<file path="src/cursor_consts.svh">
`ifndef CURSOR_CONSTS_SVH
`define CURSOR_CONSTS_SVH

// Frame geometry. FRAME_DIM must equal 2**COORD_W so coordinates wrap.
`define FRAME_DIM 16
`define COORD_W 4
`define COLOR_W 8

// Cursor path and hold times in clock cycles.
`define SIDE_STEPS 4
`define HOLD_WHITE 6
// Must be at least 4 so the FIFO has drained before done.
`define HOLD_BLACK 6

// Pixel colours.
`define COLOR_WHITE 8'hFF
`define COLOR_BLACK 8'h00
// Read back for pixels that were never written.
`define COLOR_BG 8'h80

// Pixel write FIFO.
`define FIFO_DEPTH 4
`define FIFO_PTR_W 2

// Width of the pixel write counter.
`define WCOUNT_W 8

`endif
</file>
<file path="src/cursor_pkg.sv">
`default_nettype none

`include "cursor_consts.svh"

package cursor_pkg;

  typedef logic [`COORD_W-1:0] coord_t;
  typedef logic [`COLOR_W-1:0] color_t;
  typedef logic [`FIFO_PTR_W-1:0] fifo_ptr_t;
  typedef logic [`WCOUNT_W-1:0] wcount_t;

  // Paint states issue a write, advance states move the cursor.
  typedef enum logic [4:0] {
    S_IDLE,
    S_RIGHT,
    S_DOWN,
    S_LEFT,
    S_UP,
    S_ADV_R,
    S_ADV_D,
    S_ADV_L,
    S_ADV_U,
    S_SIDE_END,
    S_HOLD_WHITE,
    S_RECOLOR,
    S_HOLD_BLACK,
    S_DONE
  } seq_state_t;

endpackage

`default_nettype wire

</file>
<file path="src/pixel_if.sv">
`timescale 1ns/1ps
`default_nettype none

// One pixel write per cycle that wr is high. On the FIFO output side wr
// marks a valid head entry.
interface pixel_if import cursor_pkg::*; ();

  logic   wr;
  coord_t x;
  coord_t y;
  color_t color;
  logic   empty;

  modport source (
    output wr, x, y, color,
    input  empty
  );

  modport fifo_in (
    input  wr, x, y, color,
    output empty
  );

  modport fifo_out (
    output wr, x, y, color, empty
  );

  modport sink (
    input wr, x, y, color
  );

endinterface

`default_nettype wire

</file>
<file path="src/cursor_top.sv">
`timescale 1ns/1ps
`default_nettype none

module cursor_top import cursor_pkg::*; (
  input  logic    clk,
  input  logic    rst,
  input  logic    init,
  input  coord_t  origin_x,
  input  coord_t  origin_y,
  input  coord_t  rd_x,
  input  coord_t  rd_y,
  output logic    busy,
  output logic    done,
  output color_t  rd_color,
  output wcount_t write_count
);

  // Sequencer writes into the FIFO, the FIFO head feeds the frame writer.
  pixel_if seq_to_fifo ();
  pixel_if fifo_to_fb ();

  cursor_sequencer seq0 (
    .clk      (clk),
    .rst      (rst),
    .init     (init),
    .origin_x (origin_x),
    .origin_y (origin_y),
    .busy     (busy),
    .done     (done),
    .pix      (seq_to_fifo)
  );

  pixel_fifo fifo0 (
    .clk       (clk),
    .rst       (rst),
    .push_side (seq_to_fifo),
    .pop_side  (fifo_to_fb)
  );

  frame_writer fb0 (
    .clk         (clk),
    .rst         (rst),
    .pix         (fifo_to_fb),
    .rd_x        (rd_x),
    .rd_y        (rd_y),
    .rd_color    (rd_color),
    .write_count (write_count)
  );

endmodule

`default_nettype wire

</file>
<file path="src/frame_writer.sv">
`timescale 1ns/1ps
`default_nettype none

`include "cursor_consts.svh"

module frame_writer import cursor_pkg::*; (
  input  logic    clk,
  input  logic    rst,
  pixel_if.sink   pix,
  input  coord_t  rd_x,
  input  coord_t  rd_y,
  output color_t  rd_color,
  output wcount_t write_count
);

  localparam int CELLS  = `FRAME_DIM * `FRAME_DIM;
  localparam int ADDR_W = 2 * `COORD_W;

  color_t            mem [CELLS];
  logic [CELLS-1:0]  written;
  logic [ADDR_W-1:0] wr_addr;
  logic [ADDR_W-1:0] rd_addr;

  // Row-major addressing, y selects the row.
  assign wr_addr = {pix.y, pix.x};
  assign rd_addr = {rd_y, rd_x};

  // ************************************************************
  // Write side
  // ************************************************************

  always_ff @(posedge clk) begin
    if (pix.wr) begin
      mem[wr_addr] <= pix.color;
    end
  end

  always_ff @(posedge clk) begin
    if (rst) begin
      written     <= '0;
      write_count <= '0;
    end else if (pix.wr) begin
      written[wr_addr] <= 1'b1;
      write_count      <= write_count + 1'b1;
    end
  end

  // ************************************************************
  // Read-back
  // ************************************************************

  // Cells never written show the background colour.
  assign rd_color = written[rd_addr] ? mem[rd_addr] : `COLOR_BG;

endmodule

`default_nettype wire

</file>
<file path="src/pixel_fifo.sv">
`timescale 1ns/1ps
`default_nettype none

`include "cursor_consts.svh"

module pixel_fifo import cursor_pkg::*; (
  input  logic      clk,
  input  logic      rst,
  pixel_if.fifo_in  push_side,
  pixel_if.fifo_out pop_side
);

  localparam int CNT_W = `FIFO_PTR_W + 1;

  coord_t     mem_x     [`FIFO_DEPTH];
  coord_t     mem_y     [`FIFO_DEPTH];
  color_t     mem_color [`FIFO_DEPTH];
  fifo_ptr_t  wr_ptr;
  fifo_ptr_t  rd_ptr;
  logic [CNT_W-1:0] count;
  logic       empty;
  logic       full;
  logic       push;
  logic       pop;

  assign empty = (count == '0);
  assign full  = (count == CNT_W'(`FIFO_DEPTH));

  // The sink takes the head in the cycle it is valid, so every valid
  // head is popped at once.
  assign push = push_side.wr && !full;
  assign pop  = !empty;

  always_ff @(posedge clk) begin
    if (rst) begin
      wr_ptr <= '0;
      rd_ptr <= '0;
      count  <= '0;
    end else begin
      if (push) begin
        wr_ptr <= wr_ptr + 1'b1;
      end
      if (pop) begin
        rd_ptr <= rd_ptr + 1'b1;
      end
      case ({push, pop})
        2'b10:   count <= count + 1'b1;
        2'b01:   count <= count - 1'b1;
        default: count <= count;
      endcase
    end
  end

  always_ff @(posedge clk) begin
    if (push) begin
      mem_x[wr_ptr]     <= push_side.x;
      mem_y[wr_ptr]     <= push_side.y;
      mem_color[wr_ptr] <= push_side.color;
    end
  end

  assign push_side.empty = empty;

  assign pop_side.wr    = pop;
  assign pop_side.x     = mem_x[rd_ptr];
  assign pop_side.y     = mem_y[rd_ptr];
  assign pop_side.color = mem_color[rd_ptr];
  assign pop_side.empty = empty;

endmodule

`default_nettype wire

</file>
<file path="src/cursor_sequencer.sv">
`timescale 1ns/1ps
`default_nettype none

`include "cursor_consts.svh"

module cursor_sequencer import cursor_pkg::*; (
  input  logic    clk,
  input  logic    rst,
  input  logic    init,
  input  coord_t  origin_x,
  input  coord_t  origin_y,
  output logic    busy,
  output logic    done,
  pixel_if.source pix
);

  localparam int STEP_W = $clog2(`SIDE_STEPS + 1);
  localparam int HOLD_MAX = (`HOLD_WHITE > `HOLD_BLACK) ? `HOLD_WHITE : `HOLD_BLACK;
  localparam int HOLD_W = $clog2(HOLD_MAX + 1);

  seq_state_t        state;
  seq_state_t        state_next;
  logic [STEP_W-1:0] step_cnt;
  logic [HOLD_W-1:0] hold_cnt;
  logic [1:0]        side;
  coord_t            org_x;
  coord_t            org_y;
  coord_t            pos_x;
  coord_t            pos_y;
  color_t            color_q;
  logic              last_step;
  logic              white_end;
  logic              black_end;
  logic              start;

  assign start     = (state == S_IDLE) && init;
  assign last_step = (step_cnt == STEP_W'(`SIDE_STEPS - 1));
  assign white_end = (hold_cnt == HOLD_W'(`HOLD_WHITE - 1));
  assign black_end = (hold_cnt == HOLD_W'(`HOLD_BLACK - 1));

  // ************************************************************
  // State transitions
  // ************************************************************

  always_comb begin
    state_next = state;
    case (state)
      S_IDLE: begin
        if (init) begin
          state_next = S_RIGHT;
        end
      end
      S_RIGHT: state_next = S_ADV_R;
      S_DOWN:  state_next = S_ADV_D;
      S_LEFT:  state_next = S_ADV_L;
      S_UP:    state_next = S_ADV_U;
      S_ADV_R: state_next = last_step ? S_SIDE_END : S_RIGHT;
      S_ADV_D: state_next = last_step ? S_SIDE_END : S_DOWN;
      S_ADV_L: state_next = last_step ? S_SIDE_END : S_LEFT;
      S_ADV_U: state_next = last_step ? S_SIDE_END : S_UP;
      S_SIDE_END: begin
        case (side)
          2'd0: state_next = S_DOWN;
          2'd1: state_next = S_LEFT;
          2'd2: state_next = S_UP;
          default: begin
            // The colour tells which pass has just closed the square.
            state_next = (color_q == `COLOR_WHITE) ? S_HOLD_WHITE : S_HOLD_BLACK;
          end
        endcase
      end
      S_HOLD_WHITE: begin
        if (white_end) begin
          state_next = S_RECOLOR;
        end
      end
      S_RECOLOR: state_next = S_RIGHT;
      S_HOLD_BLACK: begin
        // Wait for the last black pixel to leave the FIFO.
        if (black_end && pix.empty) begin
          state_next = S_DONE;
        end
      end
      S_DONE:  state_next = S_IDLE;
      default: state_next = S_IDLE;
    endcase
  end

  // ************************************************************
  // Control registers
  // ************************************************************

  always_ff @(posedge clk) begin
    if (rst) begin
      state    <= S_IDLE;
      step_cnt <= '0;
      hold_cnt <= '0;
      side     <= '0;
      color_q  <= `COLOR_WHITE;
    end else begin
      state <= state_next;
      case (state)
        S_IDLE: begin
          if (init) begin
            color_q <= `COLOR_WHITE;
          end
        end
        S_ADV_R, S_ADV_D, S_ADV_L, S_ADV_U: begin
          step_cnt <= step_cnt + 1'b1;
        end
        S_SIDE_END: begin
          step_cnt <= '0;
          side     <= side + 1'b1;
        end
        S_HOLD_WHITE: begin
          hold_cnt <= hold_cnt + 1'b1;
        end
        S_RECOLOR: begin
          hold_cnt <= '0;
          color_q  <= `COLOR_BLACK;
        end
        S_HOLD_BLACK: begin
          // Saturates here if the FIFO is still draining.
          if (!black_end) begin
            hold_cnt <= hold_cnt + 1'b1;
          end
        end
        S_DONE: begin
          hold_cnt <= '0;
        end
        default: begin
        end
      endcase
    end
  end

  // Cursor position. Coordinates wrap modulo the frame size.
  always_ff @(posedge clk) begin
    if (start) begin
      org_x <= origin_x;
      org_y <= origin_y;
      pos_x <= origin_x;
      pos_y <= origin_y;
    end else begin
      case (state)
        S_ADV_R:   pos_x <= pos_x + 1'b1;
        S_ADV_D:   pos_y <= pos_y + 1'b1;
        S_ADV_L:   pos_x <= pos_x - 1'b1;
        S_ADV_U:   pos_y <= pos_y - 1'b1;
        S_RECOLOR: begin
          pos_x <= org_x;
          pos_y <= org_y;
        end
        default: begin
        end
      endcase
    end
  end

  // ************************************************************
  // Outputs
  // ************************************************************

  assign pix.wr    = (state == S_RIGHT) || (state == S_DOWN) ||
                     (state == S_LEFT) || (state == S_UP);
  assign pix.x     = pos_x;
  assign pix.y     = pos_y;
  assign pix.color = color_q;

  assign busy = (state != S_IDLE);
  assign done = (state == S_DONE);

endmodule

`default_nettype wire

</file>
<file path="config.mk">
export PLATFORM = sky130hd
export DESIGN_NAME = cursor_top
export DESIGN_NICKNAME = d
export VERILOG_FILES = /design/src/cursor_pkg.sv /design/src/pixel_if.sv /design/src/cursor_top.sv /design/src/frame_writer.sv /design/src/pixel_fifo.sv /design/src/cursor_sequencer.sv
export VERILOG_INCLUDE_DIRS = /design/src
export SDC_FILE = /design/constraint.sdc
export NUM_CORES = 1
export LEC_CHECK = 0
export ABC_AREA = 0
export ABC_CLOCK_PERIOD_IN_PS = 3250
export BUFFER_PORTS_ARGS = -buffer_cell sky130_fd_sc_hd__buf_2
export CORE_UTILIZATION = 44
export DETAILED_ROUTE_END_ITERATION = 8
export PLACE_DENSITY = 0.56
export SLEW_MARGIN = 20
export SYNTH_ARGS = -nofsm -noshare
export SYNTH_HDL_FRONTEND = slang
export SYNTH_SLANG_ARGS = --single-unit
export TNS_END_PERCENT = 100
</file>
<file path="constraint.sdc">
create_clock -name clk -period 3.25 [get_ports clk]
set_input_delay 0 -clock clk [delete_from_list [all_inputs] [get_ports clk]]
set_output_delay 0 -clock clk [all_outputs]
set_load 0.01 [all_outputs]
</file>
==> reports/metrics.csv, run 1 <==
metric,value,unit
status,finished clean,
final_cell_count_no_fill,2924,
crit_path_max_fanout,7,
cts_tree,built,
numCtsBuffers,60,
grt-ovfl-total,0,
hold_ws,0.101,ns
drt_iter0_drc,1045,
finalPower,0.0189,W
setup_viol,0,
placed_cells,2801,
synthCells,2067,
die_h,238,um
synth_top_area_share,0.377,
die-area,56800,um2
grt_max_degree,146,
p_leak,9.43,nW
slew_viol_final,0,
clkPwrFrac,0.370,
p_seq_frac,0.461,
root_buffer,clkbuf_16,
hold_class,input pin to register,
synth.most_common_cell,nor2_1,
finalCriticalPeriod,2.97,ns
fin_skew,0.0295,ns
critical_path_class,register to output port,
cts_resized,0,
vias,15900,
ir_drop,0.498,mV
comb_power_share,0.170,
period_share,0.915,
syn_to_final_growth,12.8,%
viasPerCell,5.43,
synth_area,24600,um2
switching_share,0.283,
max_slew_margin,0.269,
synth_area_leaders,"edfxtp_1, dfxtp_1, nor2_1, mux4_2, mux2i_1",
htreeDepth,2,
core,55100,um2
grt_pass1_vias,15900,
grt_util_all_layers,0.216,
cp-end-kind,output port,
syn-num-nets,2102,
synthTopCellsByCount,"nor2_1, edfxtp_1, dfxtp_1",
hold_viol_final,0,
switching_power,0.00535,W
power.density,683,nW/um2
grt_pass1_wl,93000,um
synth.avg_cell_area,11.9,um2
yosys.cell_types.count,62,
cts_sinks,594,
clkSlewWorstSetupHoldPaths,0.06,ns
drt-pass1-iter-count,5,
die_w,238,um
core.rowCount,86,
remaining_drc_errors,0,
postRouteAntennaNets,0,
io_buffer_count,36,
rsz0062_at_grt,no,
r2r_slack,0.58,ns
cp.arrival,2.97,ns
avgRoutedWirePerCell,20.5,um
crit_path_start,fb0.mem[3][6],
initial_core_util,0.446,
final_util,0.503,
nNetsFinal,2159,
cp_data_required_time,3.25,ns
worstMarginPinSlew,1.10,ns
num_io_pins,37,
drv_cap,0,
synth-seq-area-share,0.610,
ff2ff_path_depth,6,
antenna_found_initial,2,
drive_gt1_frac,0.162,
drt-total-wl,60000,um
timing.rr.end,fb0.mem[129][6],
clk_latency,0.62,ns
synth_edf_count,308,
p_int,0.0136,W
synth-seq-cells,594,
ys.flop_type,edfxtp_1,
yosysWarnings,0,
clockBufferDepth,3,
yosysTopAreaCell,edfxtp_1,
gp_congestion,0.851,
timing.fmax,0.336,GHz
async_flop_share,0,
place_hpwl,39500,um
cp-endpoint,rd_color[1],
critPathLaunchType,register,
finalSetupTns,0,ns
## through the flow
step	setup slack (ns)	cell area, um2
finish	0.278	27700
global route	0.185	27700
CTS	0.273	27700
detailed placement	0.558	25600
global placement	0.591	25600
floorplan	0.280	24600
## final cells by class
class,count,area (um2)
clock buffer,92,1830
inverter,14,52.6
fill,4881,27400
timing repair buffer,121,962
clock inverter,21,190
multi-input combinational,1333,8770
antenna,1,2.50
tap,748,936
sequential,594,15000
## power groups by stage
stage | registers, W | logic [W] | clock network [W]
4_1_cts | 0.00873 | 0.00324 | 0.00714
6_report | 0.00872 | 0.00321 | 0.00700
3_3_place_gp | 0.00887 | 0.00318 | 0
2_1_floorplan | 0.00884 | 0.00200 | 0
5_1_grt | 0.00876 | 0.00350 | 0.00743
3_5_place_dp | 0.00889 | 0.00322 | 0
## kinds of logic (layout without fill, tap and decap cells)
group | count (synthesis) | count (layout) | synth area share
flip-flops | 594 | 594 | 0.610
multiplexers | 171 | 171 | 0.133
XOR/XNOR | 19 | 19 | 0.00677
adder cells (fa/ha/maj) | 16 | 16 | 0.00846
other | 0 | 1 | 0
AO/OA/AOI/OAI | 172 | 172 | 0.0514
buffers and inverters | 140 | 248 | 0.0336
AND/OR/NAND/NOR | 955 | 955 | 0.157
## worst min-delay path by stage
stage / endpoint / from / cells after the start / slack [ns]
finish: seq0.org_y[0] / origin_y[0] / 2 / 0.10
global route: seq0.org_y[0] / origin_y[0] / 2 / 0.08
CTS: seq0.org_y[0] / origin_y[0] / 2 / 0.06
detailed placement: seq0.org_y[0] / origin_y[0] / 1 / 0.20
global placement: seq0.org_y[0] / origin_y[0] / 1 / 0.19
floorplan: seq0.org_x[0] / origin_x[0] / 0 / 0.1
## sequential cells by signal, summed over array words and instances, names as in the netlist, named ones only
| register | count |
|---|---|
| fifo0.mem_color | 4 |
| seq0.pix.color | 1 |
| fifo0.count | 3 |
| fifo0.wr_ptr | 2 |
| fifo0.mem_x | 16 |
| seq0.state | 4 |
| fb0.written | 256 |
| seq0.pix.x | 4 |
| fb0.mem | 256 |
| seq0.side | 2 |
| seq0.hold_cnt | 3 |
| fifo0.mem_y | 16 |
| seq0.pix.y | 4 |
| seq0.step_cnt | 3 |
| fifo0.rd_ptr | 2 |
| seq0.org_x | 4 |
| seq0.org_y | 4 |
| fb0.write_count | 8 |
## repair_timing
action                                  CTS  global route
buffers inserted                          0             0
endpoints found under the setup margin    0             0
endpoints found under the hold margin    18             0
hold buffers                              9             0
## cells in the final DEF, fill, tap and decap left out, drive strengths merged, types with 14 or more instances in the layout
cell,instances
buf,111
ha,15
nor2,760
mux2i,48
o21ai,25
clkinv,15
edfxtp,308
a22oi,20
dfxtp,286
mux4,121
o221ai,14
inv,14
nor3,21
nand2,86
o21ba,30
a21oi,33
nor2b,16
clkbuf,93
## critical path, stage by stage, from the launching register on
cell and delay (ns):
edfxtp_1 0.37, mux4_2 0.49, a2111oi_0 0.54, a211oi_1 0.17
o2111ai_1 0.19, o32ai_1 0.16, and2_1 0.26, buf_2 0.17
## layer usage
layer	track usage	wire (um)
met1	0.285	25600
met2	0.353	28400
met3	0.0464	4140
met4	0.0711	1760
met5	0	20
Power figures use the tool's default switching activity.
==> run 2: changes to the inputs <==
--- a/config.mk
+++ b/config.mk
@@ -10,8 +10,10 @@
 export ABC_CLOCK_PERIOD_IN_PS = 3250
 export BUFFER_PORTS_ARGS = -buffer_cell sky130_fd_sc_hd__buf_2
 export CORE_UTILIZATION = 44
+export CTS_BUF_LIST = sky130_fd_sc_hd__clkbuf_4
 export DETAILED_ROUTE_END_ITERATION = 8
-export PLACE_DENSITY = 0.56
+export PLACE_DENSITY = 0.65
+export REMOVE_ABC_BUFFERS = 1
 export SLEW_MARGIN = 20
 export SYNTH_ARGS = -nofsm -noshare
 export SYNTH_HDL_FRONTEND = slang
==> reports/metrics.csv, run 2 (synthesis gave the netlist of run 1 again) <==
metric,value,unit,change
ir_drop,0.463,mV,was 0.498 mV
cp.arrival,3.11,ns,was 2.97 ns
ff2ff_path_depth,5,,was 6
hold_class,input pin to register,,unchanged
syn_to_final_growth,13.7,%,was 12.8%
fin_skew,0.0571,ns,was 0.0295 ns
setup_viol,0,,unchanged
timing.rr.end,fb0.mem[58][6],,was fb0.mem[129][6]
clkSlewWorstSetupHoldPaths,0.07,ns,was 0.06 ns
grt_max_degree,117,,was 146
avgRoutedWirePerCell,19.4,um,was 20.5 um
remaining_drc_errors,0,,unchanged
holdPathStages,4,,was 2
nNetsFinal,2257,,was 2159
initial_core_util,0.446,,unchanged
crit_chain,mux4_1 > a22oi_1 > a21oi_1 > o21ai_1 > and3_4 > o32ai_1 > nand2b_1 > buf_2,,was mux4_2 > a2111oi_0 > a211oi_1 > o2111ai_1 > o32ai_1 > and2_1 > buf_2
io_buffer_count,36,,unchanged
hold_viol_final,0,,unchanged
root_buffer,clkbuf_4,,was clkbuf_16
finalSetupTns,0,ns,unchanged
core,55100,um2,unchanged
max_slew_margin,0.411,,was 0.269
status,finished clean,,unchanged
numCtsBuffers,151,,was 60
slowest_delay,0.48,ns,was 0.54 ns
finalCriticalPeriod,3.11,ns,was 2.97 ns
mostFrequentLayoutCell,nor2_1,,unchanged
drive_gt1_frac,0.220,,was 0.162
place_hpwl,38300,um,was 39500 um
r2r_slack,0.48,ns,was 0.58 ns
vias,16600,,was 15900
drt_iter0_drc,1390,,was 1045
die_h,238,um,unchanged
top_regs,"fb0.mem (256), fb0.written (256)",,unchanged
drv_cap,0,,unchanged
cp-endpoint,rd_color[7],,was rd_color[1]
clk_latency,0.98,ns,was 0.62 ns
final_util,0.507,,was 0.503
viasPerCell,5.36,,was 5.43
worstMarginPinSlew,0.884,ns,was 1.10 ns
die-area,56800,um2,unchanged
grt_pass1_vias,16900,,was 15900
power.density,668,nW/um2,was 683 nW/um2
timing.fmax,0.322,GHz,was 0.336 GHz
cp-end-kind,output port,,unchanged
postRouteAntennaNets,0,,unchanged
grt_util_all_layers,0.219,,was 0.216
grt-ovfl-total,0,,unchanged
cts_tree,built,,unchanged
num_io_pins,37,,unchanged
cp_slowest_cell,mux4_1,,was a2111oi_0
antenna_found_initial,2,,unchanged
crit_path_max_fanout,2,,was 7
clockBufferDepth,3,,unchanged
die_w,238,um,unchanged
drt-total-wl,60300,um,was 60000 um
cts_sinks,594,,unchanged
gp_congestion,0.864,,was 0.851
crit_path_start,fb0.mem[179][6],,was fb0.mem[3][6]
core.rowCount,86,,unchanged
slew_viol_final,0,,unchanged
grt_pass1_wl,94300,um,was 93000 um
period_share,0.957,,was 0.915
htreeDepth,4,,was 2
cp_data_required_time,3.25,ns,about the same
p_leak,9.71,nW,was 9.43 nW
final_cell_mix,"nor2_1, edfxtp_1, dfxtp_1, clkbuf_4, mux4_2",,"was nor2_1, edfxtp_1, dfxtp_1, mux4_2, nand2_1"
drt-pass1-iter-count,6,,was 5
postCtsSetupBuffers,0,,unchanged
critical_path_class,register to output port,,unchanged
critPathLaunchType,register,,unchanged
==> run 2: cell count changes in the layout (fill, tap and decap cells not counted), sizes merged, moves of 3 or more <==
| cell | before | now |
|---|---|---|
| clkbuf | 93 | 233 |
| clkinv | 15 | 38 |
| dlygate4sd3 | 9 | 19 |
| diode | 1 | 5 |
| buf | 111 | 108 |
| inv | 14 | 17 |
==> run 2: layer usage <==
metal	vias up	track usage	routed length (um)	share of wire
li1	7730	-	-	-
met1	8177	0.282	25100	0.42
met2	614	0.359	29100	0.48
met3	116	0.0453	4610	0.076
met4	0	0.0894	1490	0.025
met5	-	0	0	0
==> run 2: metrics by stage <==
stage / worst slack (ns) / hold slack [ns] / power [W] / area [um2] / cells
after global routing: -0.00953 / 0.260 / 0.0195 / 27900 / 3103
after detailed placement: 0.469 / 0.198 / 0.0121 / 25600 / 2798
after floorplan: 0.106 / 0.0691 / 0.0106 / 23800 / 1941
after CTS: 0.00439 / 0.193 / 0.0188 / 27900 / 3098
final: 0.141 / 0.273 / 0.0187 / 27900 / 3103
after global placement: 0.496 / 0.197 / 0.0121 / 25600 / 2798
==> run 2: critical path, delay by kind of cell (launching register included) <==
family / cells / cell delay [ns]
multiplexers: 1 / 0.48
AO/OA/AOI/OAI: 4 / 0.67
AND/OR/NAND/NOR: 2 / 0.45
buffers and inverters: 1 / 0.16
flip-flops: 1 / 0.38
==> run 2: worst min-delay path by stage <==
stage	start	to	slack (ns)
floorplan	rst	fb0.write_count[1]	0.07
global placement	origin_y[2]	seq0.org_y[2]	0.20
detailed placement	origin_y[0]	seq0.org_y[0]	0.20
CTS	init	seq0.pix.y[0]	0.19
global route	rst	fb0.written[19]	0.26
finish	init	seq0.pix.y[0]	0.27
==> run 2: layout make-up <==
class,instances,area [um2]
fill,4943,27200
tap,748,936
clock buffer,232,1740
multi-input combinational,1333,8810
sequential,594,15000
inverter,14,52.6
clock inverter,49,313
timing repair buffer,128,1100
antenna,5,12.5
==> run 2: repair_timing <==
action / 4_1_cts / 5_1_grt
gates resized for setup: 10 / 6
hold buffers: 19 / 0
endpoints found under the hold margin: 147 / 0
endpoints found under the setup margin: 8 / 8
pin swaps: 1 / 1
==> run 2: power breakdown <==
| group | leakage (nW) | switching (W) | internal [W] | total [W] |
|---|---|---|---|---|
| Sequential | 5.02 | 0.000220 | 0.00852 | 0.00874 |
| Combinational | 3.49 | 0.00224 | 0.00103 | 0.00326 |
| Clock | 1.21 | 0.00307 | 0.00359 | 0.00666 |
| Total | 9.71 | 0.00553 | 0.0131 | 0.0187 |
==> run 3: changes to the inputs <==
==> constraint.sdc (replaced) <==
create_clock -name clk -period 3.25 [get_ports clk]
set_input_delay 0.1625 -clock clk [delete_from_list [all_inputs] [get_ports clk]]
set_output_delay 0.1625 -clock clk [all_outputs]
set_load 0.01 [all_outputs]
==> reports/metrics.csv, run 3 (synthesis gave the netlist of run 1 again) <==
metric,value,unit,change
ff2ff_path_depth,10,,was 5
power.density,672,nW/um2,was 668 nW/um2
timing.rr.end,fifo0.count[2],,was fb0.mem[58][6]
postRouteAntennaNets,0,,unchanged
nNetsFinal,2253,,was 2257
worstMarginPinSlew,1.07,ns,was 0.884 ns
cp_data_required_time,3.09,ns,was 3.25 ns
core.rowCount,86,,unchanged
slew_viol_final,0,,unchanged
cts_sinks,594,,unchanged
cp.arrival,3.15,ns,was 3.11 ns
r2r_slack,0.49,ns,was 0.48 ns
hold_path_end,seq0.pix.y[0],,unchanged
rsz0062_at_grt,yes,,
fillers,4778,,was 4943
io_buffer_count,36,,unchanged
fin_area,28000,um2,was 27900 um2
mostFrequentLayoutCell,nor2_1,,unchanged
initial_core_util,0.446,,unchanged
final_cell_mix,"nor2_1, edfxtp_1, dfxtp_1, clkbuf_4, mux4_2",,unchanged
setup_viol,8,,was 0
drt_iter0_drc,1417,,was 1390
clkSlewWorstSetupHoldPaths,0.07,ns,about the same
gp_congestion,0.861,,was 0.864
fin_skew,0.0684,ns,was 0.0571 ns
crit-reg2reg-launch,seq0.state[0],,
max_slew_margin,0.286,,was 0.411
failed_checks,setup timing,,
grt_max_degree,139,,was 117
cts_tree,built,,unchanged
postCtsSetupBuffers,0,,unchanged
multi_input_area,8870,um2,was 8810 um2
avgRoutedWirePerCell,19.4,um,about the same
postPlaceCellArea,25500,um2,was 25600 um2
crit_path_max_fanout,7,,was 2
hold_class,input pin to register,,unchanged
top_regs,"fb0.mem (256), fb0.written (256)",,unchanged
num_io_pins,37,,unchanged
htreeDepth,4,,unchanged
remaining_drc_errors,0,,unchanged
antenna_found_initial,4,,was 2
timing.fmax,0.302,GHz,was 0.322 GHz
numCtsBuffers,153,,was 151
period_share,1.02,,was 0.957
seq_area,15000,um2,unchanged
drive_gt1_frac,0.231,,was 0.220
clk_latency,1.00,ns,was 0.98 ns
drt-total-wl,60000,um,was 60300 um
holdPathStages,4,,unchanged
root_buffer,clkbuf_4,,unchanged
hold_viol_final,0,,unchanged
viasPerCell,5.36,,about the same
grt_util_all_layers,0.218,,was 0.219
die_h,238,um,unchanged
timing.final.ws_setup,-0.0639,ns,was 0.141 ns
grt_pass1_vias,16900,,about the same
grt_pass1_wl,93900,um,was 94300 um
place_hpwl,37100,um,was 38300 um
core,55100,um2,unchanged
drt-pass1-iter-count,5,,was 6
syn_to_final_growth,14.0,%,was 13.7%
cp-end-kind,output port,,unchanged
die-area,56800,um2,unchanged
drv_cap,0,,unchanged
critical_path_class,register to output port,,unchanged
hold_start,origin_y[0],,was init
die_w,238,um,unchanged
status,"complete, but fails checks",,was finished clean
p_leak,9.75,nW,was 9.71 nW
vias,16600,,about the same
critPathLaunchType,register,,unchanged
clockBufferDepth,3,,unchanged
finalPower,0.0188,W,was 0.0187 W
grt-ovfl-total,0,,unchanged
ir_drop,0.338,mV,was 0.463 mV
finalCriticalPeriod,3.31,ns,was 3.11 ns
run 3: cell count changes in the layout (fill, tap and decap cells not counted), sizes merged:
cell         change
diode            +1
dlygate4sd3      -1
clkbuf          +21
clkinv          -19
buf              -5
inv              +1
clkinvlp         -2
run 3: metal layers:
layer  vias up  track usage  wire length (um)
met4         2       0.0901              1530
met2       617        0.358             29000
met5         -            0                17
li1       7714            -                 -
met3       118       0.0485              4420
met1      8161        0.279             25000
run 3: stage by stage:
| step | std cells | setup TNS, ns | hold WS, ns | utilization | setup slack [ns] |
|---|---|---|---|---|---|
| finish | 3099 | -0.439 | 0.105 | 0.508 | -0.0639 |
| global route | 3098 | -1.55 | 0.0342 | 0.508 | -0.205 |
| CTS | 3093 | -0.917 | 0.0109 | 0.507 | -0.123 |
| detailed placement | 2793 | 0 | 0.363 | 0.464 | 0.389 |
| global placement | 2793 | 0 | 0.358 | 0.464 | 0.384 |
| floorplan | 1941 | 0 | 0.232 | - | 0.106 |
run 3: repair_timing:
item                                    CTS  global route
hold buffers                             18             0
endpoints found under the setup margin    8             8
resized for setup                        19             8
pin swaps                                 2             3
endpoints found under the hold margin   145             0
run 3: area by class of cell:
| type | count | area share |
|---|---|---|
| multi-input cells | 1333 | 0.317 |
| flip-flops and latches | 594 | 0.535 |
| clock buffers | 253 | 0.0678 |
| repair buffers | 122 | 0.0357 |
| diodes | 6 | 0.000536 |
| inverters | 14 | 0.00188 |
| clock inverters | 29 | 0.00916 |
| well taps | 748 | 0.0334 |
run 3: worst max path at each step:
stage	from	to	slack [ns]	cells after the start
after floorplan	register	fb0.mem[0][6]	0.11	1
after global placement	rd_x[0]	rd_color[0]	0.38	10
after detailed placement	rd_x[0]	rd_color[0]	0.39	10
after CTS	fb0.mem[68][6]	rd_color[0]	-0.12	6
after global routing	fb0.mem[68][6]	rd_color[5]	-0.21	6
final	fb0.written[71]	rd_color[0]	-0.06	6
run 3: critical path: stages, from the launching register on:
cell	delay (ns)
dfxtp_1	0.31
mux4_2	0.46
mux4_2	0.52
a211oi_4	0.34
o32ai_4	0.16
and2_4	0.20
buf_2	0.14
run 3: power by group:
| group | internal (W) | leakage, nW | switching (W) |
|---|---|---|---|
| clock network | 0.00385 | 1.29 | 0.00308 |
| logic | 0.000923 | 3.45 | 0.00223 |
| registers | 0.00852 | 5.02 | 0.000215 |
| total | 0.0133 | 9.75 | 0.00552 |
